<file path="src/rtl/dcache_tag_pkg.sv">
`default_nettype none

package dcache_tag_pkg;

  // cache geometry
  localparam int NUM_SET     = 32;
  localparam int NUM_WAY     = 4;
  localparam int TAG_BITS    = 24;
  localparam int SET_BITS    = 5;
  localparam int WAY_BITS    = 2;
  // block plus word offset inside the address
  localparam int OFFSET_BITS = 3;
  localparam int ADDR_BITS   = 32;

  typedef logic [SET_BITS-1:0]         set_idx_t;
  typedef logic [WAY_BITS-1:0]         way_idx_t;
  typedef logic [NUM_WAY-1:0]          way_mask_t;
  typedef logic [TAG_BITS-1:0]         tag_t;
  typedef logic [ADDR_BITS-1:0]        addr_t;
  // way 0 sits in the low bits
  typedef logic [NUM_WAY*TAG_BITS-1:0] set_tags_t;

  typedef struct packed {
    set_idx_t set;
    tag_t     tag;
    logic     is_write;
  } probe_req_t;

  typedef struct packed {
    set_idx_t set;
    tag_t     tag;
  } alloc_req_t;

  typedef struct packed {
    logic      hit;
    way_mask_t hit_way;
  } probe_resp_t;

  typedef struct packed {
    logic      need_replace;
    way_mask_t victim;
    addr_t     addr;
  } repl_info_t;

  typedef struct packed {
    logic     has_dirty;
    set_idx_t set;
    way_idx_t way;
  } dirty_info_t;

  typedef struct packed {
    set_idx_t set;
    way_idx_t way;
  } flush_req_t;

endpackage

`default_nettype wire
</file>
<file path="src/rtl/tag_sram.sv">
`default_nettype none

module tag_sram (
  input  wire                           clk,
  input  wire                           rst_n,
  // read port, whole set per access
  input  wire                           rd_valid_i,
  input  wire dcache_tag_pkg::set_idx_t rd_set_i,
  output dcache_tag_pkg::set_tags_t     rd_tags_o,
  // write port, one way per mask bit
  input  wire                           wr_valid_i,
  input  wire dcache_tag_pkg::set_idx_t wr_set_i,
  input  wire dcache_tag_pkg::way_mask_t wr_way_i,
  input  wire dcache_tag_pkg::tag_t     wr_tag_i
);
  import dcache_tag_pkg::*;

  // tag storage, one entry per set
  set_tags_t mem_q [NUM_SET];

  // masked write, untouched ways keep their tags
  always_ff @(posedge clk) begin
    if (wr_valid_i) begin
      for (int w = 0; w < NUM_WAY; w++) begin
        if (wr_way_i[w]) begin
          mem_q[wr_set_i][w*TAG_BITS +: TAG_BITS] <= wr_tag_i;
        end
      end
    end
  end

  // registered read
  // same-cycle write is not visible, reader gets the old tag
  always_ff @(posedge clk or negedge rst_n) begin
    if (!rst_n) begin
      rd_tags_o <= '0;
    end else if (rd_valid_i) begin
      rd_tags_o <= mem_q[rd_set_i];
    end
  end

endmodule

`default_nettype wire

</file>
<file path="config.mk">
export PLATFORM = sky130hd
export DESIGN_NAME = tag_sram
export DESIGN_NICKNAME = d
export VERILOG_FILES = /design/src/rtl/dcache_tag_pkg.sv /design/src/rtl/tag_sram.sv
export SDC_FILE = /design/constraint.sdc
export NUM_CORES = 2
export LEC_CHECK = 0
export ABC_CLOCK_PERIOD_IN_PS = 4400
export BUFFER_PORTS_ARGS = -buffer_cell sky130_fd_sc_hd__buf_2
export CAP_MARGIN = 20
export CORE_UTILIZATION = 35
export CTS_BUF_LIST = sky130_fd_sc_hd__clkbuf_16
export DETAILED_ROUTE_END_ITERATION = 8
export PLACE_DENSITY = 0.56
export RECOVER_POWER = 25
export SLEW_MARGIN = 15
export SYNTH_ARGS = -nofsm -noshare
export SYNTH_HDL_FRONTEND = slang
export SYNTH_SLANG_ARGS = --single-unit
</file>
<file path="constraint.sdc">
create_clock -name clk -period 4.4 [get_ports clk]
set_input_delay 0.44 -clock clk [delete_from_list [all_inputs] [get_ports clk]]
set_output_delay 0.44 -clock clk [all_outputs]
set_load 0.01 [all_outputs]
</file>
==> impl_metrics.toml <==
[run_status]
outcome = "complete, but fails checks"
violations = "DRC, capacitance limit, slew limit"

[worst_setup_path]
reg2reg_to = "rd_tags_o[34]"
path_class = "in2reg"
crit_path_max_incr_delay_ns = 2.50
crit_path_start_kind = "primary input"
cp.required_ns = 4.96
crit_arrival_ns = 3.87
reg2regPathDepth = 5
cp_num_buf_inv = 2
cp_max_fo = 72
timing.critical_path.slowest_stage_cell = "clkbuf_1"
critPathTopFamily = "buffers and inverters"
cp_cell_sequence = "clkbuf_1, buf_4"
cp-end-kind = "flop"
worstReg2RegStart = "mem_q[27][34]"
rrSetupSlack_ns = 2.18
crit_start = "wr_tag_i[14]"

[layout]
final_cell_mix = "3072 x edfxtp_1, 726 x mux4_2, 360 x a22oi_1, 321 x clkbuf_16, 262 x buf_4"
num-nets-final = 5850
final_common_cell = "edfxtp_1"
final_core_util = 0.405
fill_cells = 29628
syn_to_final_growth_pct = 15.0
drive_gt1_frac = 0.282

[min_path]
hp-class = "in2reg"
whs_endpoint = "rd_tags_o[85]"
worstHoldStart = "rd_set_i[4]"
hold_path_depth = 3

[yosys]
netlist_area_sq_um = 120000
dominantRegCellSynth = "edfxtp_1"
synth_top_family_by_area = "multiplexers"
synth_xor_area_frac = 0
post_synth.cell_area_avg_sq_um = 22.3
ys_seq_area_frac = 0.792
synth_edf_count = 3072
ys_warn_count = 0
synthArstFlopShare = 0.0303
synth_cells = 5373
synth_mux_area_frac = 0.146
synth_simple_gate_area_frac = 0.0134
synth_fp_nets = 5415
synth_seq_cells = 3168
synth_compound_area_frac = 0.0354
synth_cell_type_count = 31
synth_fa_ha_area_frac = 0

[place]
post-place-ws_ns = 0.783
portBuffers = 137
hpwl_um = 188000
place.gp.congestion = 0.797

[timing]
slew_headroom = -1.52
slew_violations = 1043
skew_ns = 0.0344
fin_tns_setup_ns = 0
fmax_mhz = 302
setup_slack_ns = 1.09
min_period_ns = 3.31
timing.final.crit_share = 0.752
finalHoldViolCount = 0
rsz0062_at_grt = "no"
setup_viol = 0
worst_pin_slew_ns = 3.78

[power_and_ir_drop]
seq_power_share = 0.540
leakagePower_nw = 43.2
irDropWorstVdd_mv = 0.302
p_sw_w = 0.0136
total_power_w = 0.0623
power_density_nw_per_um2 = 453
power_frac_clock = 0.407
swShare = 0.218
internal_power_w = 0.0487
power_frac_comb = 0.053

[clock_tree]
clock-sinks = 3168
clock_latency_ns = 0.87
cts_root_buffer = "clkbuf_16"
cts_tree = "built"
clk_pin_slew_ns = 0.06
cts_resized = 0
htree_levels = 5
cts_max_path_buffers = 4
cts_made_buffers = 311

[floorplan]
coreArea_sq_um = 340000
boundaryPins = 138
core.rowCount = 214
dieArea_sq_um = 344000
start_util = 0.352
die_w_um = 586
die_h_um = 586

[grt]
grt_use_total = 0.193
overflow = 0
grt_start_max_net_pins = 127
grt_antenna_before_repair = 27
grt_pass1_vias = 59668
grt_pass1_wl_um = 468000

[route]
drt_iter0_drc = 6813
dr.pass1.iters = 8
drc = 28
wirelength_um = 334000
vias_per_cell = 5.56
ant_nets = 0
vias = 58991
routedWlPerCell_um = 31.5

[flow_run]
max-cap-violations = 16
metal layers:
metal | wire [um] | up-vias | global-route usage
met4 | 9340 | 6 | 0.0553
met1 | 140000 | 32373 | 0.273
met2 | 160000 | 2516 | 0.309
met3 | 24400 | 446 | 0.0298
met5 | 41 | - | 0
li1 | - | 23650 | -
worst max path at each step:
stage | end | slack, ns | cells past startpoint
after global routing | mem_q[17][86] | 0.81 | 2
after CTS | rd_tags_o[52] | 1.71 | 8
after detailed placement | rd_tags_o[52] | 0.78 | 8
final | mem_q[17][86] | 1.09 | 2
after global placement | rd_tags_o[52] | 0.83 | 8
after floorplan | mem_q[16][0] | 2.02 | 3
cells by family (layout without fill, tap and decap cells):
| logic type | Yosys count | in the layout |
|---|---|---|
| AOI/OAI and AO/OA | 645 | 645 |
| buffers and inverters | 333 | 1015 |
| DFF | 3168 | 3168 |
| muxes | 837 | 837 |
| other | 0 | 21 |
| and+or+nand+nor | 390 | 390 |
synthesized netlist by cell type, types with 6 or more instances:
cell      instances  share of area
a21oi_1         219         0.0092
nand3_1          17        0.00071
buf_4            37         0.0023
mux2_2            6        0.00057
a31oi_1           6        0.00031
dfrtp_1          96          0.020
clkbuf_1        125         0.0039
a22oi_1         360          0.023
nor4_1            6        0.00031
o22ai_1          24         0.0013
o31ai_1           6        0.00038
o311ai_1         15         0.0011
nand2_1         108         0.0034
buf_1            61         0.0019
inv_1            16        0.00050
buf_2            79         0.0033
mux4_2          726           0.14
mux2i_1         105         0.0088
and3_1           16        0.00084
edfxtp_1       3072           0.77
buf_6            14         0.0013
nor2_1          223         0.0070
o21ai_1          15        0.00063
nor2b_1           6        0.00031
power by group through the flow:
stage / Combinational [W] / Sequential [W] / Clock (W)
detailed placement: 0.00335 / 0.0343 / 0
global placement: 0.00331 / 0.0343 / 0
global route: 0.00350 / 0.0337 / 0.0269
CTS: 0.00336 / 0.0336 / 0.0257
floorplan: 0.00164 / 0.0342 / 0
finish: 0.00329 / 0.0337 / 0.0253
metrics by stage:
stage                     hold slack [ns]  cells  area (sq um)
after floorplan                     0.144   5373        120000
after global placement              0.487  10026        128000
after detailed placement            0.495  10028        128000
after CTS                          0.0236  10591        137000
after global routing               0.0836  10601        137000
final                               0.116  10612        137000
layout make-up:
cell class / instances / area, sq um / area share
Sequential cell: 3168 / 94700 / 0.689
Multi-Input combinational cell: 1872 / 23900 / 0.174
Clock buffer: 321 / 8030 / 0.0584
Tap cell: 4536 / 5680 / 0.0413
Timing Repair Buffer: 438 / 3520 / 0.0256
Clock inverter: 239 / 1520 / 0.0110
Inverter: 17 / 63.8 / 0.000464
Antenna cell: 21 / 52.6 / 0.000382
repair_timing:
action,4_1_cts,5_1_grt
hold endpoints to repair,71,0
hold buffers,3,0
setup buffers,0,0
sequential cells by signal (all words and copies together), names as in the netlist:
name and flops:
mem_q 3072, rd_tags_o 96
No activity file was read; power rests on OpenSTA's default activity.
