File: src/rtl/dcache_tag_pkg.sv
`default_nettype none

package dcache_tag_pkg;

  // cache geometry
  localparam int NUM_SET     = 32;
  localparam int NUM_WAY     = 4;
  localparam int TAG_BITS    = 24;
  localparam int SET_BITS    = 5;
  localparam int WAY_BITS    = 2;
  // block plus word offset inside the address
  localparam int OFFSET_BITS = 3;
  localparam int ADDR_BITS   = 32;

  typedef logic [SET_BITS-1:0]         set_idx_t;
  typedef logic [WAY_BITS-1:0]         way_idx_t;
  typedef logic [NUM_WAY-1:0]          way_mask_t;
  typedef logic [TAG_BITS-1:0]         tag_t;
  typedef logic [ADDR_BITS-1:0]        addr_t;
  // way 0 sits in the low bits
  typedef logic [NUM_WAY*TAG_BITS-1:0] set_tags_t;

  typedef struct packed {
    set_idx_t set;
    tag_t     tag;
    logic     is_write;
  } probe_req_t;

  typedef struct packed {
    set_idx_t set;
    tag_t     tag;
  } alloc_req_t;

  typedef struct packed {
    logic      hit;
    way_mask_t hit_way;
  } probe_resp_t;

  typedef struct packed {
    logic      need_replace;
    way_mask_t victim;
    addr_t     addr;
  } repl_info_t;

  typedef struct packed {
    logic     has_dirty;
    set_idx_t set;
    way_idx_t way;
  } dirty_info_t;

  typedef struct packed {
    set_idx_t set;
    way_idx_t way;
  } flush_req_t;

endpackage

`default_nettype wire
File: src/rtl/way_state.sv
`default_nettype none

module way_state (
  input  wire                              clk,
  input  wire                              rst_n,
  // stage-1 request view
  input  wire dcache_tag_pkg::set_idx_t    st1_set_i,
  input  wire                              hit_touch_i,
  input  wire                              is_write_i,
  input  wire dcache_tag_pkg::way_idx_t    touch_way_i,
  input  wire                              alloc_touch_i,
  // maintenance strobes
  input  wire                              flush_valid_i,
  input  wire dcache_tag_pkg::flush_req_t  flush_i,
  input  wire                              invalidate_all_i,
  // bits of the stage-1 set
  output dcache_tag_pkg::way_mask_t        set_valid_o,
  output dcache_tag_pkg::way_mask_t        set_dirty_o,
  // lowest valid dirty line
  output dcache_tag_pkg::dirty_info_t      dirty_o
);
  import dcache_tag_pkg::*;

  way_mask_t valid_q [NUM_SET];
  way_mask_t dirty_q [NUM_SET];
  way_mask_t live    [NUM_SET];
  logic      has_dirty;
  set_idx_t  scan_set;
  way_idx_t  scan_way;

  // valid bits
  // allocate wins over a same-cycle invalidate
  always_ff @(posedge clk or negedge rst_n) begin
    if (!rst_n) begin
      for (int s = 0; s < NUM_SET; s++) begin
        valid_q[s] <= '0;
      end
    end else begin
      if (invalidate_all_i) begin
        for (int s = 0; s < NUM_SET; s++) begin
          valid_q[s] <= '0;
        end
      end
      if (alloc_touch_i) begin
        valid_q[st1_set_i][touch_way_i] <= 1'b1;
      end
    end
  end

  // dirty bits, later assignment has priority
  // write hit over flush over replacement
  always_ff @(posedge clk or negedge rst_n) begin
    if (!rst_n) begin
      for (int s = 0; s < NUM_SET; s++) begin
        dirty_q[s] <= '0;
      end
    end else begin
      if (alloc_touch_i) begin
        dirty_q[st1_set_i][touch_way_i] <= 1'b0;
      end
      if (flush_valid_i) begin
        dirty_q[flush_i.set][flush_i.way] <= 1'b0;
      end
      if (hit_touch_i && is_write_i) begin
        dirty_q[st1_set_i][touch_way_i] <= 1'b1;
      end
    end
  end

  assign set_valid_o = valid_q[st1_set_i];
  assign set_dirty_o = dirty_q[st1_set_i];

  // stale dirty bits hide behind valid
  always_comb begin
    for (int s = 0; s < NUM_SET; s++) begin
      live[s] = valid_q[s] & dirty_q[s];
    end
  end

  // lowest set holding a live dirty line
  always_comb begin
    has_dirty = 1'b0;
    scan_set  = '0;
    for (int s = NUM_SET-1; s >= 0; s--) begin
      if (|live[s]) begin
        has_dirty = 1'b1;
        scan_set  = set_idx_t'(s);
      end
    end
  end

  // lowest dirty way in that set
  always_comb begin
    scan_way = '0;
    for (int w = NUM_WAY-1; w >= 0; w--) begin
      if (live[scan_set][w]) begin
        scan_way = way_idx_t'(w);
      end
    end
  end

  assign dirty_o = '{has_dirty: has_dirty, set: scan_set, way: scan_way};

endmodule

`default_nettype wire

File: config.mk
export PLATFORM = sky130hd
export DESIGN_NAME = way_state
export DESIGN_NICKNAME = d
export VERILOG_FILES = /design/src/rtl/dcache_tag_pkg.sv /design/src/rtl/way_state.sv
export SDC_FILE = /design/constraint.sdc
export NUM_CORES = 1
export LEC_CHECK = 0
export BUFFER_PORTS_ARGS = -buffer_cell sky130_fd_sc_hd__buf_2
export CAP_MARGIN = 30
export CORE_MARGIN = 5
export CORE_UTILIZATION = 55
export CTS_BUF_LIST = sky130_fd_sc_hd__clkbuf_8
export DETAILED_ROUTE_END_ITERATION = 12
export PLACE_DENSITY = 0.73
export SLEW_MARGIN = 10
export SYNTH_ARGS = -nofsm -noshare
export SYNTH_HDL_FRONTEND = slang
export SYNTH_SLANG_ARGS = --single-unit
File: constraint.sdc
create_clock -name clk -period 3.6 [get_ports clk]
set_clock_uncertainty 0.2 [all_clocks]
set_input_delay 0 -clock clk [delete_from_list [all_inputs] [get_ports clk]]
set_output_delay 0 -clock clk [all_outputs]
set_load 0.03 [all_outputs]
==> metrics <==
FILL cells=1991; first-pass GRT wire length=approximately 99 mm; share of post-route cells with drive strength above 1=between 30% and 40%; worst-path cell chain=nand2_1 -> nand4_1 -> buf_4 -> o211ai_1 -> a211oi_4 -> or4_4 -> nand2_4 -> inv_8 -> buf_4 -> o32a_1 -> a31oi_2 -> o211ai_1 -> a21oi_2 -> buf_6; crit path max-delay cell type=or4_4; Non-Filler Instances=around 2.4k; final hold violations=0; P per Cell Area=about 360 mW/mm2; largest net degree at the start of global routing=116; Hold Path Class=input pin to register; DIE AREA=roughly 0.031 mm2; crit start category=register; CTS H-tree depth=2; slack of the critical path=-0.611 ns; unrepaired setup endpoints after global routing=yes; #FFs+latches synth=between 200 and 300; number of global-route vias before repair=~16k; Pre-antenna DRT Iters=9; Async SR Flop Fraction=100%; status=complete, but fails checks; Syn. warnings=0; failing checks=setup timing; FP Rows=60; height of the die=between 150 and 200 um; WL/cell=approximately 27 um; commonest cells after routing, fill and taps aside=nand2_1, buf_4, dfrtp_1, o21ai_0, inv_1; # Max-Cap Violations=0; ys flop type=dfrtp_1; Total GRT Usage=between 40 and 50%; vias per cell=6.78; Cells after Synth=~1.6k; root buffer selected by CTS=clkbuf_8; sequential share of the synthesized area=between 40% and 50%; antenna viol nets, final=0; Placed Cells=2279; Max transition margin=a little over a third; GP Congestion=between 1 and 1.5; CP peak stage delay=0.56 ns; Post-synth EDFFs=0; Least-Margin Pin Slew=0.952 ns; routed vias=roughly 16k; most common cell after layout, fill and taps aside=nand2_1; reg2reg start=dirty_q[73]; DR DRC count=0; synthesized cell area=approximately 0.015 mm2; clock sinks=between 200 and 300; HPWL Detailed=about 47 mm; worst-skew pair later-pin latency=about 0.57 ns; Tcrit/Tclk final=117%; Antenna diodes=0; critical-path maximum fanout=12; Worst Path Arrival=between 4 and 5 ns; Yosys cell types=76; Setup crit end kind=primary output; Initial Util=55.6%; clk slew on worst S/H paths=about 0.06 ns; post-synthesis area per instance=9.20 um2; final core utilization=between 70 and 80%; initial antenna violation count=0; Die X=175 um; grt ovf=0; count of pins over their slew limit=0; io pins=37; crit path time final=approximately 4.2 ns; critical path class=register to primary output; CTS tree=done; Core ar.=about 0.027 mm2; LEAKAGE=~8.6 nW; Nets=between 2k and 2.5k; 1st-iter DRT viols=roughly 2.2k; hold wc startpoint=flush_valid_i; Critical Path Start=valid_q[6]; total power=0.00719 W; final setup violation count=2; area grow syn2layout=32.9%; FMAX=approximately 0.24 GHz; Synthesized Nets=approximately 1.6k; CTS Buffer Depth=3; Port Buffers=36; maximum VDD drop=~0.00034 V; overall routed net length=65.7 mm; Place WS=-0.515 ns; TritonCTS Buffers=between 40 and 50; CP required=between 3 and 4 ns
==> where the power goes <==
part	leakage [nW]	internal (W)	total [W]	switching, W
Combinational	4.59	0.000505	0.00120	0.000692
Clock	0.525	0.00164	0.00291	0.00126
Sequential	3.53	0.00300	0.00309	0.0000849
==> worst max-delay path: cells and delay by family, from the launching register on <==
family / cells / cell delay (ns)
AOI/OAI and AO/OA: 6 / 1.51
buffers and inverters: 4 / 0.57
DFF: 1 / 0.38
and+or+nand+nor: 4 / 0.98
==> layout make-up <==
cell class,instances,area (um2),share of cell area (%)
repair buffers,446,3460,17.4
inverters,134,518,2.61
well taps,341,427,2.15
flip-flops and latches,256,6410,32.3
clock buffers,58,798,4.02
multi-input cells,1138,8100,40.8
clock inverters,17,150,0.756
==> timing repair <==
item	in CTS	in global routing
resized for setup	84	17
pin swaps	38	17
hold buffers	11	0
hold endpoints to repair	314	0
buffers inserted	23	4
endpoints found under the setup margin	2	2
==> cells by family after synthesis <==
kind of cell / count (synthesis) / share of synthesized area, %
multiplexers: 96 / 11.9
buffers and inverters: 231 / 6.09
flip-flops: 256 / 42.9
AND/OR/NAND/NOR: 642 / 18.9
AO/OA/AOI/OAI: 400 / 20.3
==> layer usage <==
layer / vias to the layer above / GRT usage, % / share of wire [%]
met5: - / 0 / 0
met4: 0 / 23.7 / 6.7
met3: 301 / 11.1 / 12
met2: 1247 / 64.9 / 44
met1: 7925 / 55.8 / 37
li1: 6742 / - / -
==> cells in the mapped netlist (all sizes together) (2+ instances only) <==
| cell type | instances | area share (%) |
|---|---|---|
| a31oi | 4 | 0.17 |
| a311oi | 9 | 0.53 |
| mux4 | 64 | 9.6 |
| o221ai | 2 | 0.12 |
| and3 | 3 | 0.13 |
| or4 | 2 | 0.13 |
| mux2 | 9 | 0.70 |
| or3 | 5 | 0.21 |
| dfrtp | 256 | 43 |
| buf | 26 | 0.93 |
| o211ai | 11 | 0.59 |
| or3b | 4 | 0.23 |
| o21ai | 142 | 4.8 |
| mux2i | 23 | 1.5 |
| nor3 | 14 | 0.50 |
| o311ai | 3 | 0.23 |
| or2 | 13 | 0.54 |
| nand3 | 14 | 0.50 |
| inv | 133 | 3.4 |
| nand4 | 39 | 1.6 |
| nor4 | 11 | 0.46 |
| a2111oi | 4 | 0.40 |
| a311o | 2 | 0.13 |
| clkbuf | 71 | 1.8 |
| nand2b | 7 | 0.29 |
| and4 | 10 | 0.59 |
| a21oi | 24 | 0.80 |
| nor3b | 6 | 0.30 |
| o311a | 4 | 0.27 |
| and2 | 5 | 0.21 |
| nand2 | 400 | 10 |
| nor2b | 2 | 0.084 |
| a21o | 2 | 0.10 |
| nor2 | 97 | 2.5 |
| o2111ai | 6 | 0.35 |
| a22oi | 35 | 1.8 |
| and3b | 4 | 0.23 |
| a211oi | 9 | 0.52 |
| nand3b | 5 | 0.25 |
| a32o | 129 | 8.6 |
==> sequential cells by signal (all words and copies together), names as in the netlist <==
name / count
valid_q: 128
dirty_q: 128
==> path summary, 6_finish.rpt <==
kind | endpoint | slack (ns) | cells past startpoint
max | dirty_o[0] | -0.61 | 14
min | dirty_q[70] | 0.03 | 6
max reg2reg | dirty_q[73] | 2.39 | 3
min reg2reg | dirty_q[61] | 0.35 | 1
max in group asynchronous | dirty_q[23] | 1.72 | 4
min in group asynchronous | valid_q[57] | 0.50 | 3
==> per-stage QoR <==
step                TNS, ns  hold slack, ns  cell area (um2)
finish                -1.20          0.0311            19900
global route          -1.34          0.0436            19900
CTS                   -1.01          0.0149            19800
detailed placement   -0.987         -0.0462            18100
global placement     -0.819         -0.0617            18100
floorplan                 0          -0.496            14900
No activity file was read; power rests on OpenSTA's default activity.
