File: src/rtl/dcache_tag_pkg.sv
`default_nettype none

package dcache_tag_pkg;

  // cache geometry
  localparam int NUM_SET     = 32;
  localparam int NUM_WAY     = 4;
  localparam int TAG_BITS    = 24;
  localparam int SET_BITS    = 5;
  localparam int WAY_BITS    = 2;
  // block plus word offset inside the address
  localparam int OFFSET_BITS = 3;
  localparam int ADDR_BITS   = 32;

  typedef logic [SET_BITS-1:0]         set_idx_t;
  typedef logic [WAY_BITS-1:0]         way_idx_t;
  typedef logic [NUM_WAY-1:0]          way_mask_t;
  typedef logic [TAG_BITS-1:0]         tag_t;
  typedef logic [ADDR_BITS-1:0]        addr_t;
  // way 0 sits in the low bits
  typedef logic [NUM_WAY*TAG_BITS-1:0] set_tags_t;

  typedef struct packed {
    set_idx_t set;
    tag_t     tag;
    logic     is_write;
  } probe_req_t;

  typedef struct packed {
    set_idx_t set;
    tag_t     tag;
  } alloc_req_t;

  typedef struct packed {
    logic      hit;
    way_mask_t hit_way;
  } probe_resp_t;

  typedef struct packed {
    logic      need_replace;
    way_mask_t victim;
    addr_t     addr;
  } repl_info_t;

  typedef struct packed {
    logic     has_dirty;
    set_idx_t set;
    way_idx_t way;
  } dirty_info_t;

  typedef struct packed {
    set_idx_t set;
    way_idx_t way;
  } flush_req_t;

endpackage

`default_nettype wire
File: src/rtl/victim_select.sv
`default_nettype none

module victim_select (
  input  wire                            clk,
  input  wire                            rst_n,
  // set currently in stage 1
  input  wire dcache_tag_pkg::set_idx_t  st1_set_i,
  input  wire dcache_tag_pkg::way_mask_t set_valid_i,
  // recency updates from stage 1
  input  wire                            hit_touch_i,
  input  wire                            alloc_touch_i,
  input  wire dcache_tag_pkg::way_idx_t  touch_way_i,
  // one-hot victim for an allocate
  output dcache_tag_pkg::way_mask_t      victim_o
);
  import dcache_tag_pkg::*;

  logic     touch_any;
  way_idx_t lru_way [NUM_SET];

  // hits and allocates both refresh recency
  assign touch_any = hit_touch_i || alloc_touch_i;

  for (genvar s = 0; s < NUM_SET; s++) begin : g_set
    // only the stage-1 set sees the touch
    lru_matrix u_lru_matrix (
      .clk         (clk),
      .rst_n       (rst_n),
      .touch_i     (touch_any && (st1_set_i == set_idx_t'(s))),
      .touch_way_i (touch_way_i),
      .lru_way_o   (lru_way[s])
    );
  end

  always_comb begin
    victim_o = '0;
    if (&set_valid_i) begin
      // full set, evict the oldest way
      victim_o[lru_way[st1_set_i]] = 1'b1;
    end else begin
      // free slot, lowest invalid way wins
      for (int w = NUM_WAY-1; w >= 0; w--) begin
        if (!set_valid_i[w]) begin
          victim_o    = '0;
          victim_o[w] = 1'b1;
        end
      end
    end
  end

endmodule

`default_nettype wire

File: src/rtl/lru_matrix.sv
`default_nettype none

module lru_matrix (
  input  wire                           clk,
  input  wire                           rst_n,
  // touched way becomes most recent
  input  wire                           touch_i,
  input  wire dcache_tag_pkg::way_idx_t touch_way_i,
  output dcache_tag_pkg::way_idx_t      lru_way_o
);
  import dcache_tag_pkg::*;

  // age_q[r][c] set means way r is newer than way c
  way_mask_t age_q [NUM_WAY];

  always_ff @(posedge clk or negedge rst_n) begin
    if (!rst_n) begin
      // way 0 oldest, way 3 newest
      for (int r = 0; r < NUM_WAY; r++) begin
        for (int c = 0; c < NUM_WAY; c++) begin
          age_q[r][c] <= (c < r);
        end
      end
    end else if (touch_i) begin
      for (int r = 0; r < NUM_WAY; r++) begin
        for (int c = 0; c < NUM_WAY; c++) begin
          if (r == int'(touch_way_i) && c != r) begin
            // row of touched way goes to ones
            age_q[r][c] <= 1'b1;
          end else if (c == int'(touch_way_i)) begin
            // nobody is newer than the touched way
            age_q[r][c] <= 1'b0;
          end
        end
      end
    end
  end

  // oldest way has an empty row
  always_comb begin
    lru_way_o = '0;
    for (int r = 0; r < NUM_WAY; r++) begin
      if (age_q[r] == '0) begin
        lru_way_o = way_idx_t'(r);
      end
    end
  end

endmodule

`default_nettype wire

File: config.mk
export PLATFORM = sky130hd
export DESIGN_NAME = victim_select
export DESIGN_NICKNAME = d
export VERILOG_FILES = /design/src/rtl/dcache_tag_pkg.sv /design/src/rtl/victim_select.sv /design/src/rtl/lru_matrix.sv
export SDC_FILE = /design/constraint.sdc
export NUM_CORES = 1
export LEC_CHECK = 0
export ABC_AREA = 1
export BUFFER_PORTS_ARGS = -buffer_cell sky130_fd_sc_hd__buf_2
export CORE_ASPECT_RATIO = 1.4
export CORE_MARGIN = 1.5
export CORE_UTILIZATION = 45
export CTS_CLUSTER_DIAMETER = 150
export CTS_CLUSTER_SIZE = 25
export DETAILED_ROUTE_END_ITERATION = 10
export PLACE_DENSITY = 0.66
export SYNTH_ARGS = -nofsm -noshare
export SYNTH_HDL_FRONTEND = slang
export SYNTH_SLANG_ARGS = --single-unit
File: constraint.sdc
create_clock -name clk -period 1.4 [get_ports clk]
set_clock_uncertainty 0.15 [all_clocks]
set_input_delay 0.14 -clock clk [delete_from_list [all_inputs] [get_ports clk]]
set_output_delay 0.14 -clock clk [all_outputs]
set_load 0.005 [all_outputs]
==> summary.txt <==
Route
  – Vias: 10684
  – First drt pass iteration count: 5
  – DRT Wirelength: 31900 µm
  – Residual DRC: 0
  – Starting DRT DRC Count: 493
  – Post-DR wirelength/cell: 14.9 µm
  – Via density: 4.99
  – Routed Antenna Nets: 0

Global route
  – Pin count of the biggest net entering global routing: 63
  – Grt met3 use: 2.00%
  – M1 GR Usage: 27.7%
  – Initial antenna violation count: 0
  – Gr ovfl total: 0
  – Vias in the first global route: 10885
  – Overall routing resource usage: 22.0%
  – First-pass GRT wire length: 53900 µm
  – Busiest grt layer: met2
  – M2 GR Usage: 41.1%

Timing
  – Slew HR: 75.2%
  – Final Cycle Share: 175%
  – Fin. Hold Viols: 0
  – RSZ-0062 raised after global routing: yes
  – Post-layout min period: 2.45 ns
  – Max Fclk: 0.408 GHz
  – Final worst setup slack: -1.05 ns
  – Fin. max-slew vios: 0
  – Final setup fails: 4
  – Worst Tran Pin Value: 0.370 ns

Floorplanning
  – Initial Utilization: 45.9%
  – Rows: 73
  – Core area: 28500 µm²
  – Chip height: 205 µm
  – Die Footprint: 30100 µm²
  – Ports: 19
  – Die Wd: 147 µm

Worst setup path
  – Crit path launch type: flop
  – Worst setup EP type: primary output
  – Crit-path max FO: 2
  – WS Path Type: reg2out
  – Required time of the critical path: 1.11 ns
  – Reg-to-Reg Start: g_set[25].u_lru_matrix.age_q[1]$_DFFE_PN1P_
  – Worst Reg-to-Reg Cells: 3
  – Arrival time worst endpoint: 2.16 ns
  – CP startpoint: g_set[30].u_lru_matrix.age_q[0]$_DFFE_PN1P_
  – FF-to-FF End: g_set[25].u_lru_matrix.age_q[1]$_DFFE_PN1P_
  – FF-to-FF setup slack: 0.30 ns

Yosys
  – Adder-cell share of the synthesized area: 0.383%
  – Simple-gate share of the synthesized area: 23.0%
  – Synth cell types: 24
  – Mean Syn Cell Area: 7.99 µm²
  – Synth Instances: 1636
  – Largest family of logic cells by synthesized area: simple AND/OR/NAND/NOR gates
  – Register area share after synthesis: 57.0%
  – Top post-synthesis cells by area: dfstp_2 39%, dfrtp_1 18%, nand2_1 11%
  – XOR/XNOR Fraction of Synth Area: 0%
  – Net count after synthesis: 1655
  – Post-synthesis sequential element count: 288
  – Area of the mapped netlist: 13100 µm²
  – Yosys warns: 0
  – Post-synth top area share: 38.6%
  – Cell taking the most area after synthesis: dfstp_2
  – Synth Area in Compound Gates: 11.0%
  – Mux cell area share after synthesis: 0%

Clock tree
  – TritonCTS Buffers: 15
  – Clk_lat worst skew: 0.50 ns
  – Clock Pin Slew Worst Setup and Hold Paths: 0.10 ns
  – CTS tree: done
  – Number of clock sinks: 288
  – Clock root cell: clkbuf_16
  – CTS max path bufs: 3
  – H-tree depth reported by CTS: 1

Cells and area
  – Commonest non-fill, non-tap cell in the layout: nand2_1
  – Post-route insts no fill: 2141
  – Largest regs: g_set.u_lru_matrix.age_q x288
  – Commonest cells after routing, fill and taps aside: 377 x nand2_1, 258 x o21ai_0, 243 x inv_1
  – Fillers: 2688
  – Layout cells sized above 1: 24.6%
  – Register area: 7450 µm²
  – Most flops, register: g_set.u_lru_matrix.age_q
  – Layout area overhead: 17.4%
  – Max reg flops: 288
  – Nets: 1778
  – Multi-input logic area: 4720 µm²
  – Diodes inserted: 0

Power and ir drop
  – Seq pwr share: 56.0%
  – Switch share: 28.7%
  – Cell internal pwr: 13700 µW
  – Clock Power Share: 24.7%
  – Sw power: 5520 µW
  – Peak supply drop: 1.27 mV
  – Comb power frac: 19.3%
  – Overall Power: 19300 µW
  – P per Cell Area: 1260 nW/µm²
  – Leakage: 0.00710 µW

Outcome
  – Failing checks: setup timing
  – Status: complete, but fails checks

Placement
  – DP Worst Slack: -0.750 ns
  – IO buf count: 18
  – RePlAce Congestion: 0.849
  – Placed Cells: 2111
  – Hpwl dp: 21900 µm

Min path
  – Hold Path End: g_set[10].u_lru_matrix.age_q[4]$_DFFE_PN1P_
  – Hold wc startpoint: touch_way_i[1]
  – Worst Hold Depth: 5
  – Hold Crit Class: in2reg

Job
  – Max-cap violations: 0
==> per-layer routing <==
| layer | share of wire, % | vias to the layer above |
|---|---|---|
| li1 | - | 5307 |
| met1 | 43 | 5206 |
| met2 | 52 | 140 |
| met3 | 3.0 | 31 |
| met4 | 1.6 | 0 |
| met5 | 0 | - |
==> cell families after synthesis <==
group / count (synthesis)
AOI/OAI and AO/OA: 287
adders and majority gates: 4
buffers and inverters: 299
DFF: 288
and+or+nand+nor: 758
==> timing repair <==
item / in CTS / in global routing
resized for setup: 23 / 64
pin swaps: 6 / 21
endpoints found under the setup margin: 22 / 96
hold endpoints to repair: 288 / 0
buffers inserted: 2 / 2
hold buffers: 2 / 0
==> worst max-delay path, stage by stage (launching register included) <==
cell     delay [ns]
dfstp_2        0.38
nor2_2         0.11
nand2_2        0.09
buf_6          0.12
nand3_4        0.05
nand2_2        0.05
nor2_1         0.10
nor2_1         0.05
nor2_1         0.17
nand3_2        0.14
a21oi_2        0.16
nand2_1        0.07
nand2_1        0.05
buf_2          0.10
==> how the worst max path moves through the flow <==
stage,cells after the start,endpoint
3_3_place_gp,14,victim_o[1]
4_1_cts,14,victim_o[1]
5_1_grt,13,victim_o[3]
3_5_place_dp,14,victim_o[1]
2_1_floorplan,12,victim_o[1]
6_report,13,victim_o[2]
==> synthesized netlist by cell type <==
library cell	number
nand4_1	8
dfstp_2	192
a21oi_1	11
inv_1	247
nand2_1	389
ha_1	4
inv_2	12
nor2_1	261
buf_1	12
buf_2	2
and2_0	1
dfrtp_1	96
clkinv_1	2
buf_4	1
nand2_2	1
nand3_1	83
buf_6	1
nor2_2	3
nor3_1	11
clkbuf_1	21
inv_4	1
nor2_4	1
o21ai_1	10
o21ai_0	266
==> cell type report <==
| cell class | count | share of cell area [%] |
|---|---|---|
| Timing Repair Buffer | 143 | 8.41 |
| Clock buffer | 23 | 2.64 |
| Sequential cell | 288 | 48.5 |
| Clock inverter | 1 | 0.106 |
| Tap cell | 375 | 3.06 |
| Multi-Input combinational cell | 1049 | 30.8 |
| Inverter | 262 | 6.49 |
==> metrics by stage <==
| stage | hold WS [ns] | setup TNS (ns) | instance area [µm²] | util (%) |
|---|---|---|---|---|
| finish | 0.0515 | -4.16 | 15300 | 53.8 |
| CTS | 0.0535 | -4.42 | 15100 | 53.2 |
| floorplan | -0.306 | -0.645 | 13100 | - |
| global route | 0.0731 | -4.74 | 15300 | 53.8 |
| detailed placement | -0.141 | -107.15 | 14600 | 51.3 |
| global placement | -0.142 | -104.00 | 14600 | 51.3 |
==> power by group through the flow <==
stage	clock, µW	sequential, µW	combinational, µW
floorplan	0	10800	2180
global placement	0	10900	3500
detailed placement	0	10900	3590
CTS	4880	10800	3660
global route	5170	11000	4270
finish	4750	10800	3730
No activity file was read; power rests on OpenSTA's default activity.
