## src/rtl/dcache_tag_pkg.sv

```systemverilog
`default_nettype none

package dcache_tag_pkg;

  // cache geometry
  localparam int NUM_SET     = 32;
  localparam int NUM_WAY     = 4;
  localparam int TAG_BITS    = 24;
  localparam int SET_BITS    = 5;
  localparam int WAY_BITS    = 2;
  // block plus word offset inside the address
  localparam int OFFSET_BITS = 3;
  localparam int ADDR_BITS   = 32;

  typedef logic [SET_BITS-1:0]         set_idx_t;
  typedef logic [WAY_BITS-1:0]         way_idx_t;
  typedef logic [NUM_WAY-1:0]          way_mask_t;
  typedef logic [TAG_BITS-1:0]         tag_t;
  typedef logic [ADDR_BITS-1:0]        addr_t;
  // way 0 sits in the low bits
  typedef logic [NUM_WAY*TAG_BITS-1:0] set_tags_t;

  typedef struct packed {
    set_idx_t set;
    tag_t     tag;
    logic     is_write;
  } probe_req_t;

  typedef struct packed {
    set_idx_t set;
    tag_t     tag;
  } alloc_req_t;

  typedef struct packed {
    logic      hit;
    way_mask_t hit_way;
  } probe_resp_t;

  typedef struct packed {
    logic      need_replace;
    way_mask_t victim;
    addr_t     addr;
  } repl_info_t;

  typedef struct packed {
    logic     has_dirty;
    set_idx_t set;
    way_idx_t way;
  } dirty_info_t;

  typedef struct packed {
    set_idx_t set;
    way_idx_t way;
  } flush_req_t;

endpackage

`default_nettype wire
```

## src/rtl/tag_ctrl.sv

```systemverilog
`default_nettype none

module tag_ctrl (
  input  wire                              clk,
  input  wire                              rst_n,
  // requests
  input  wire                              probe_valid_i,
  input  wire dcache_tag_pkg::probe_req_t  probe_i,
  output logic                             probe_ready_o,
  input  wire                              alloc_valid_i,
  input  wire dcache_tag_pkg::alloc_req_t  alloc_i,
  // tag array ports
  output logic                             rd_valid_o,
  output dcache_tag_pkg::set_idx_t         rd_set_o,
  input  wire dcache_tag_pkg::set_tags_t   rd_tags_i,
  output logic                             wr_valid_o,
  output dcache_tag_pkg::set_idx_t         wr_set_o,
  output dcache_tag_pkg::way_mask_t        wr_way_o,
  output dcache_tag_pkg::tag_t             wr_tag_o,
  // stage-1 set and its state
  output dcache_tag_pkg::set_idx_t         st1_set_o,
  input  wire dcache_tag_pkg::way_mask_t   set_valid_i,
  input  wire dcache_tag_pkg::way_mask_t   set_dirty_i,
  input  wire dcache_tag_pkg::way_mask_t   victim_i,
  input  wire dcache_tag_pkg::dirty_info_t dirty_i,
  // responses
  output logic                             probe_resp_valid_o,
  output dcache_tag_pkg::probe_resp_t      probe_resp_o,
  output logic                             repl_valid_o,
  output dcache_tag_pkg::repl_info_t       repl_o,
  // state updates
  output logic                             hit_touch_o,
  output logic                             alloc_touch_o,
  output logic                             is_write_o,
  output dcache_tag_pkg::way_idx_t         touch_way_o,
  output dcache_tag_pkg::tag_t             dirty_tag_o
);
  import dcache_tag_pkg::*;

  logic      probe_fire;
  logic      scan_rd;
  logic      st1_probe_q;
  logic      st1_alloc_q;
  logic      st1_scan_q;
  logic      st1_write_q;
  set_idx_t  st1_set_q;
  tag_t      st1_tag_q;
  way_idx_t  scan_way_q;
  tag_t      scan_tag_q;
  way_mask_t hit_way;
  way_idx_t  hit_idx;
  way_idx_t  vic_idx;
  tag_t      vic_tag;
  tag_t      scan_tag;

  // allocate owns the port, probe stalls behind it
  assign probe_ready_o = !alloc_valid_i;
  assign probe_fire    = probe_valid_i && probe_ready_o;
  // dirty scan only fills idle cycles
  assign scan_rd       = !alloc_valid_i && !probe_fire && dirty_i.has_dirty;

  assign rd_valid_o = alloc_valid_i || probe_fire || scan_rd;
  assign rd_set_o   = alloc_valid_i ? alloc_i.set :
                      probe_fire    ? probe_i.set : dirty_i.set;

  // stage-1 ownership and steering state
  always_ff @(posedge clk or negedge rst_n) begin
    if (!rst_n) begin
      st1_alloc_q <= 1'b0;
      st1_probe_q <= 1'b0;
      st1_scan_q  <= 1'b0;
      st1_write_q <= 1'b0;
      st1_set_q   <= '0;
      scan_way_q  <= '0;
    end else begin
      st1_alloc_q <= alloc_valid_i;
      st1_probe_q <= probe_fire;
      st1_scan_q  <= scan_rd;
      if (alloc_valid_i) begin
        st1_set_q   <= alloc_i.set;
        st1_write_q <= 1'b0;
      end else if (probe_fire) begin
        st1_set_q   <= probe_i.set;
        st1_write_q <= probe_i.is_write;
      end
      if (scan_rd) begin
        scan_way_q <= dirty_i.way;
      end
    end
  end

  // request tag and last scanned tag
  always_ff @(posedge clk) begin
    if (alloc_valid_i) begin
      st1_tag_q <= alloc_i.tag;
    end else if (probe_fire) begin
      st1_tag_q <= probe_i.tag;
    end
    if (st1_scan_q) begin
      scan_tag_q <= scan_tag;
    end
  end

  // tag compare against valid ways only
  always_comb begin
    hit_way = '0;
    hit_idx = '0;
    for (int w = 0; w < NUM_WAY; w++) begin
      if (set_valid_i[w] && rd_tags_i[w*TAG_BITS +: TAG_BITS] == st1_tag_q) begin
        hit_way[w] = 1'b1;
        hit_idx    = way_idx_t'(w);
      end
    end
  end

  // victim mask to way number
  always_comb begin
    vic_idx = '0;
    for (int w = 0; w < NUM_WAY; w++) begin
      if (victim_i[w]) begin
        vic_idx = way_idx_t'(w);
      end
    end
  end

  assign vic_tag  = rd_tags_i[vic_idx*TAG_BITS +: TAG_BITS];
  assign scan_tag = rd_tags_i[scan_way_q*TAG_BITS +: TAG_BITS];

  assign probe_resp_valid_o = st1_probe_q;
  assign probe_resp_o       = '{hit: |hit_way, hit_way: hit_way};

  // old tag, set, zero offset
  assign repl_valid_o = st1_alloc_q;
  assign repl_o       = '{need_replace: |(victim_i & set_valid_i & set_dirty_i),
                          victim:       victim_i,
                          addr:         {vic_tag, st1_set_q, {OFFSET_BITS{1'b0}}}};

  // new tag goes in during stage 1 of the allocate
  assign wr_valid_o = st1_alloc_q;
  assign wr_set_o   = st1_set_q;
  assign wr_way_o   = victim_i;
  assign wr_tag_o   = st1_tag_q;

  assign st1_set_o     = st1_set_q;
  assign hit_touch_o   = st1_probe_q && (|hit_way);
  assign alloc_touch_o = st1_alloc_q;
  assign is_write_o    = st1_write_q;
  assign touch_way_o   = st1_alloc_q ? vic_idx : hit_idx;
  // fresh tag right after a scan read, held otherwise
  assign dirty_tag_o   = st1_scan_q ? scan_tag : scan_tag_q;

endmodule

`default_nettype wire

```

## config.mk

```make
export PLATFORM = sky130hd
export DESIGN_NAME = tag_ctrl
export DESIGN_NICKNAME = d
export VERILOG_FILES = /design/src/rtl/dcache_tag_pkg.sv /design/src/rtl/tag_ctrl.sv
export SDC_FILE = /design/constraint.sdc
export NUM_CORES = 1
export LEC_CHECK = 0
export BUFFER_PORTS_ARGS = -buffer_cell sky130_fd_sc_hd__buf_2
export CORE_AREA = 2 2 116 118
export DETAILED_ROUTE_END_ITERATION = 10
export DIE_AREA = 0 0 118 120
export GPL_ROUTABILITY_DRIVEN = 0
export GPL_TIMING_DRIVEN = 0
export PLACE_DENSITY = 0.73
export SETUP_SLACK_MARGIN = 0.05
export SLEW_MARGIN = 30
export SYNTH_ARGS = -nofsm -noshare
export SYNTH_HDL_FRONTEND = slang
export SYNTH_SLANG_ARGS = --single-unit
```

## constraint.sdc

```tcl
create_clock -name clk -period 3.07 [get_ports clk]
set_input_delay 0.921 -clock clk [delete_from_list [all_inputs] [get_ports clk]]
set_output_delay 0.921 -clock clk [all_outputs]
set_load 0.005 [all_outputs]
```

==> key figures <==
Yosys
  • Post-synth top area share: 14.2%
  • Compound-Gate Fraction of Synth Area: 7.11%
  • Syn. warnings: 0
  • Largest family of logic cells by synthesized area: multiplexers
  • Synth area leaders: edfxtp_1 (14%), mux2_2 (11%), mux4_2 (11%)
  • Xor and xnor area share after synthesis: 17.5%
  • Avg Cell Area, Syn: 9.96 sq um
  • Sequential element share of the synthesized area: 29.1%
  • Post-synth cell types: 35
  • Synthesized-area fraction occupied by adder cells: 0%
  • Mapped Area: 5070 sq um
  • Asr flop ratio synth: 18.6%
  • Post-Synth Simple-Gate Area: 11.1%
  • FF+latch count, synth: 59
  • Area leader, netlist: edfxtp_1
  • Fraction of synthesized area in multiplexers: 26.7%
  • Synth Flop Type: edfxtp_1
  • Synth Instances: 509
  • Number of flops mapped to enable cells by yosys: 24

Timing
  • Final hold vios: 0
  • Max Clk Rate: 0.300 GHz
  • Rel. slew slack: 56.7%
  • Final setup viols: 7
  • Final Slew Violations: 0
  • Min Tclk post-route: 3330 ps
  • Final clock skew: 7.54 ps
  • Worst setup margin: -263 ps
  • Fin Hold WS: 452 ps
  • Unrepaired setup endpoints after global routing: true
  • Crit share post-route: 109%
  • Actual slew at the worst max-slew pin: 649 ps

Finish
  • Share of layout cells above drive strength 1: 60.8%
  • Synth-to-layout area growth: 56.2%
  • Final nets: 1004
  • Multi-input gate area: 3690 sq um
  • # fillers: 1133
  • Register area: 1480 sq um

Setup path
  • R2R Setup Slk: 1380 ps
  • Critical path capture point type: output pin
  • Startpoint types: primary input
  • WP data arrival: 2410 ps
  • Setup CP Type: primary input to output pin
  • WP data required: 2150 ps
  • Critical path peak fanout: 3

Die
  • Die ar.: 14200 sq um
  • Die Ht: 120 microns
  • I/O Pins: 298
  • Core area: 13000 sq um
  • Initial Utilization: 39.1%
  • Chip width: 118 microns
  • Rows: 42

Routing
  • Routed WL per cell: 20.5 microns
  • WL final: 20.6 mm
  • Antenna Nets Post-Route: 0
  • Pre-antenna DRT Iters: 5
  • DRC viols: 0
  • 1st-iter DRT viols: 354
  • Via Count: 5231
  • Via/cell ratio: 5.19

Power
  • Reg power frac: 30.0%
  • Leakage power: 3.67 nW
  • Power Internal: 0.00253 W
  • VDD IR max: 340 uV
  • Logic pwr share: 40.3%
  • Pwr dens: 469 nW/um^2
  • Clock power share: 29.7%
  • Tot Pwr: 0.00371 W
  • Sw frac: 31.9%
  • P_sw: 0.00118 W

Clock network
  • H-tree depth: 3
  • Clk slew on worst S/H paths: 50 ps
  • Max Root-Sink Buffers: 2
  • CTS root buffer: clkbuf_16
  • CTS Buf Count: 9
  • Clock Sink Count: 59
  • CTS tree: built
  • Clock latency at the later pin of the worst-skew pair: 330 ps

Global route
  • Largest net degree at the start of global routing: 26
  • All-Layer GR Usage: 28.1%
  • Initial antenna violation count: 2
  • Grt ovf: 0
  • Number of global-route vias before repair: 5153
  • First-pass GRT wire length: 29.8 mm

Min path
  • Hold crit path type: primary input to async pin

Placement
  • Post-DP HPWL: 16.5 mm
  • IO Port Bufs: 291

Run status
  • Failing checks: setup timing
  • Status: complete, but fails checks

Run
  • Max Cap Viol: 0
-- Yosys cell counts (all sizes together) (2+ instances only) --
library cell and count:
a21oi 39, a31oi 3, buf 40, clkbuf 24, dfrtp 11, dfxtp 24
edfxtp 24, inv 8, mux2 50, mux2i 25, mux4 24, nand2 28
nand2b 10, nand3 5, nand4 17, nor2 32, nor2b 2, nor3 6
nor4 9, o21ai 24, or2 2, xnor2 60, xor2 36
-- area by class of cell --
cell class	count	share of cell area, %
inverter	8	0.379
clock buffer	11	2.94
timing repair buffer	307	22.4
multi-input combinational	380	46.5
antenna	1	0.0316
clock inverter	5	0.995
sequential	59	18.7
buffer	60	5.26
tap	176	2.78
-- layer usage --
metal / GRT usage, % / up-vias / part of all wire [%]
met2: 46.9 / 275 / 49
met3: 8.32 / 45 / 9.0
met1: 34.0 / 2496 / 39
met5: 0 / - / 0.063
li1: - / 2413 / -
met4: 11.4 / 2 / 3.2
-- sequential cells by signal (all words and copies together) (netlist names) --
signal / cells
scan_tag_q: 24
wr_tag_o: 24
st1_set_o: 5
scan_way_q: 2
alloc_touch_o: 1
is_write_o: 1
probe_resp_valid_o: 1
st1_scan_q: 1
-- cells by family after synthesis --
| group | after synthesis |
|---|---|
| AOI/OAI and AO/OA | 68 |
| xor gates and xnor gates | 96 |
| buffers and inverters | 72 |
| DFF | 59 |
| muxes | 99 |
| other | 1 |
| and+or+nand+nor | 114 |
-- power by group through the flow --
stage | sequential (W) | clock (W) | combinational, W
after detailed placement | 0.00111 | 0 | 0.00131
final | 0.00112 | 0.00110 | 0.00150
after global routing | 0.00113 | 0.00115 | 0.00160
after global placement | 0.00110 | 0 | 0.00130
after floorplan | 0.00108 | 0 | 0.000755
after CTS | 0.00112 | 0.00112 | 0.00141
-- metrics by stage --
stage                     setup TNS [ps]  area (sq um)  instances  worst slack, ps  util [%]
after floorplan                        0          5080        511             76.0         -
after detailed placement           -2820          6760        978             -449      52.1
after global routing               -1480          7920       1006             -320      61.0
after global placement             -2760          6760        978             -445      52.1
after CTS                          -1060          7570        999             -308      58.4
final                               -909          7920       1007             -263      61.0
-- worst max-delay path: stages --
cell,delay (ps)
buf_2,120
xor2_1,170
nor4_2,460
nand3_4,100
a311o_1,340
a31oi_1,150
buf_2,150
-- path summary, 6_finish.rpt --
kind / from / end / cells after the start
setup / recovery: rd_tags_i[30] / touch_way_o[0] / 7
hold / removal: rst_n / st1_set_o[1] / 1
setup reg to reg: scan_way_q[0] / scan_tag_q[13] / 3
hold reg to reg: scan_tag_q[11] / scan_tag_q[11] / 1
max in group asynchronous: rst_n / scan_way_q[1] / 1
min in group clk: scan_tag_q[11] / scan_tag_q[11] / 1
-- cells in the final DEF, fill, tap and decap left out, types with 3 or more instances in the layout --
master and instances:
nand3_1 4, nand4_1 17, clkbuf_1 11, inv_2 3, nand2b_1 10, dfxtp_1 24
xnor2_4 15, conb_1 3, clkbuf_2 10, dfrtp_1 10, nor2_1 32, nand2_1 28
mux4_2 24, a21oi_1 39, mux2i_1 25, buf_8 7, a31oi_1 3, buf_6 29
xnor2_1 19, xnor2_2 26, buf_4 45, xor2_1 35, o21ai_0 24, nor4_2 6
nor3_1 6, inv_1 5, clkbuf_16 9, buf_2 266, edfxtp_1 24, mux2_2 50
-- repair_timing --
item                                    4_1_cts  5_1_grt
pin swaps                                    36       26
resized for setup                            89       64
hold buffers                                  0        0
endpoints found under the setup margin       55       32
buffers inserted                              8        8
No activity file was read; power rests on OpenSTA's default activity.
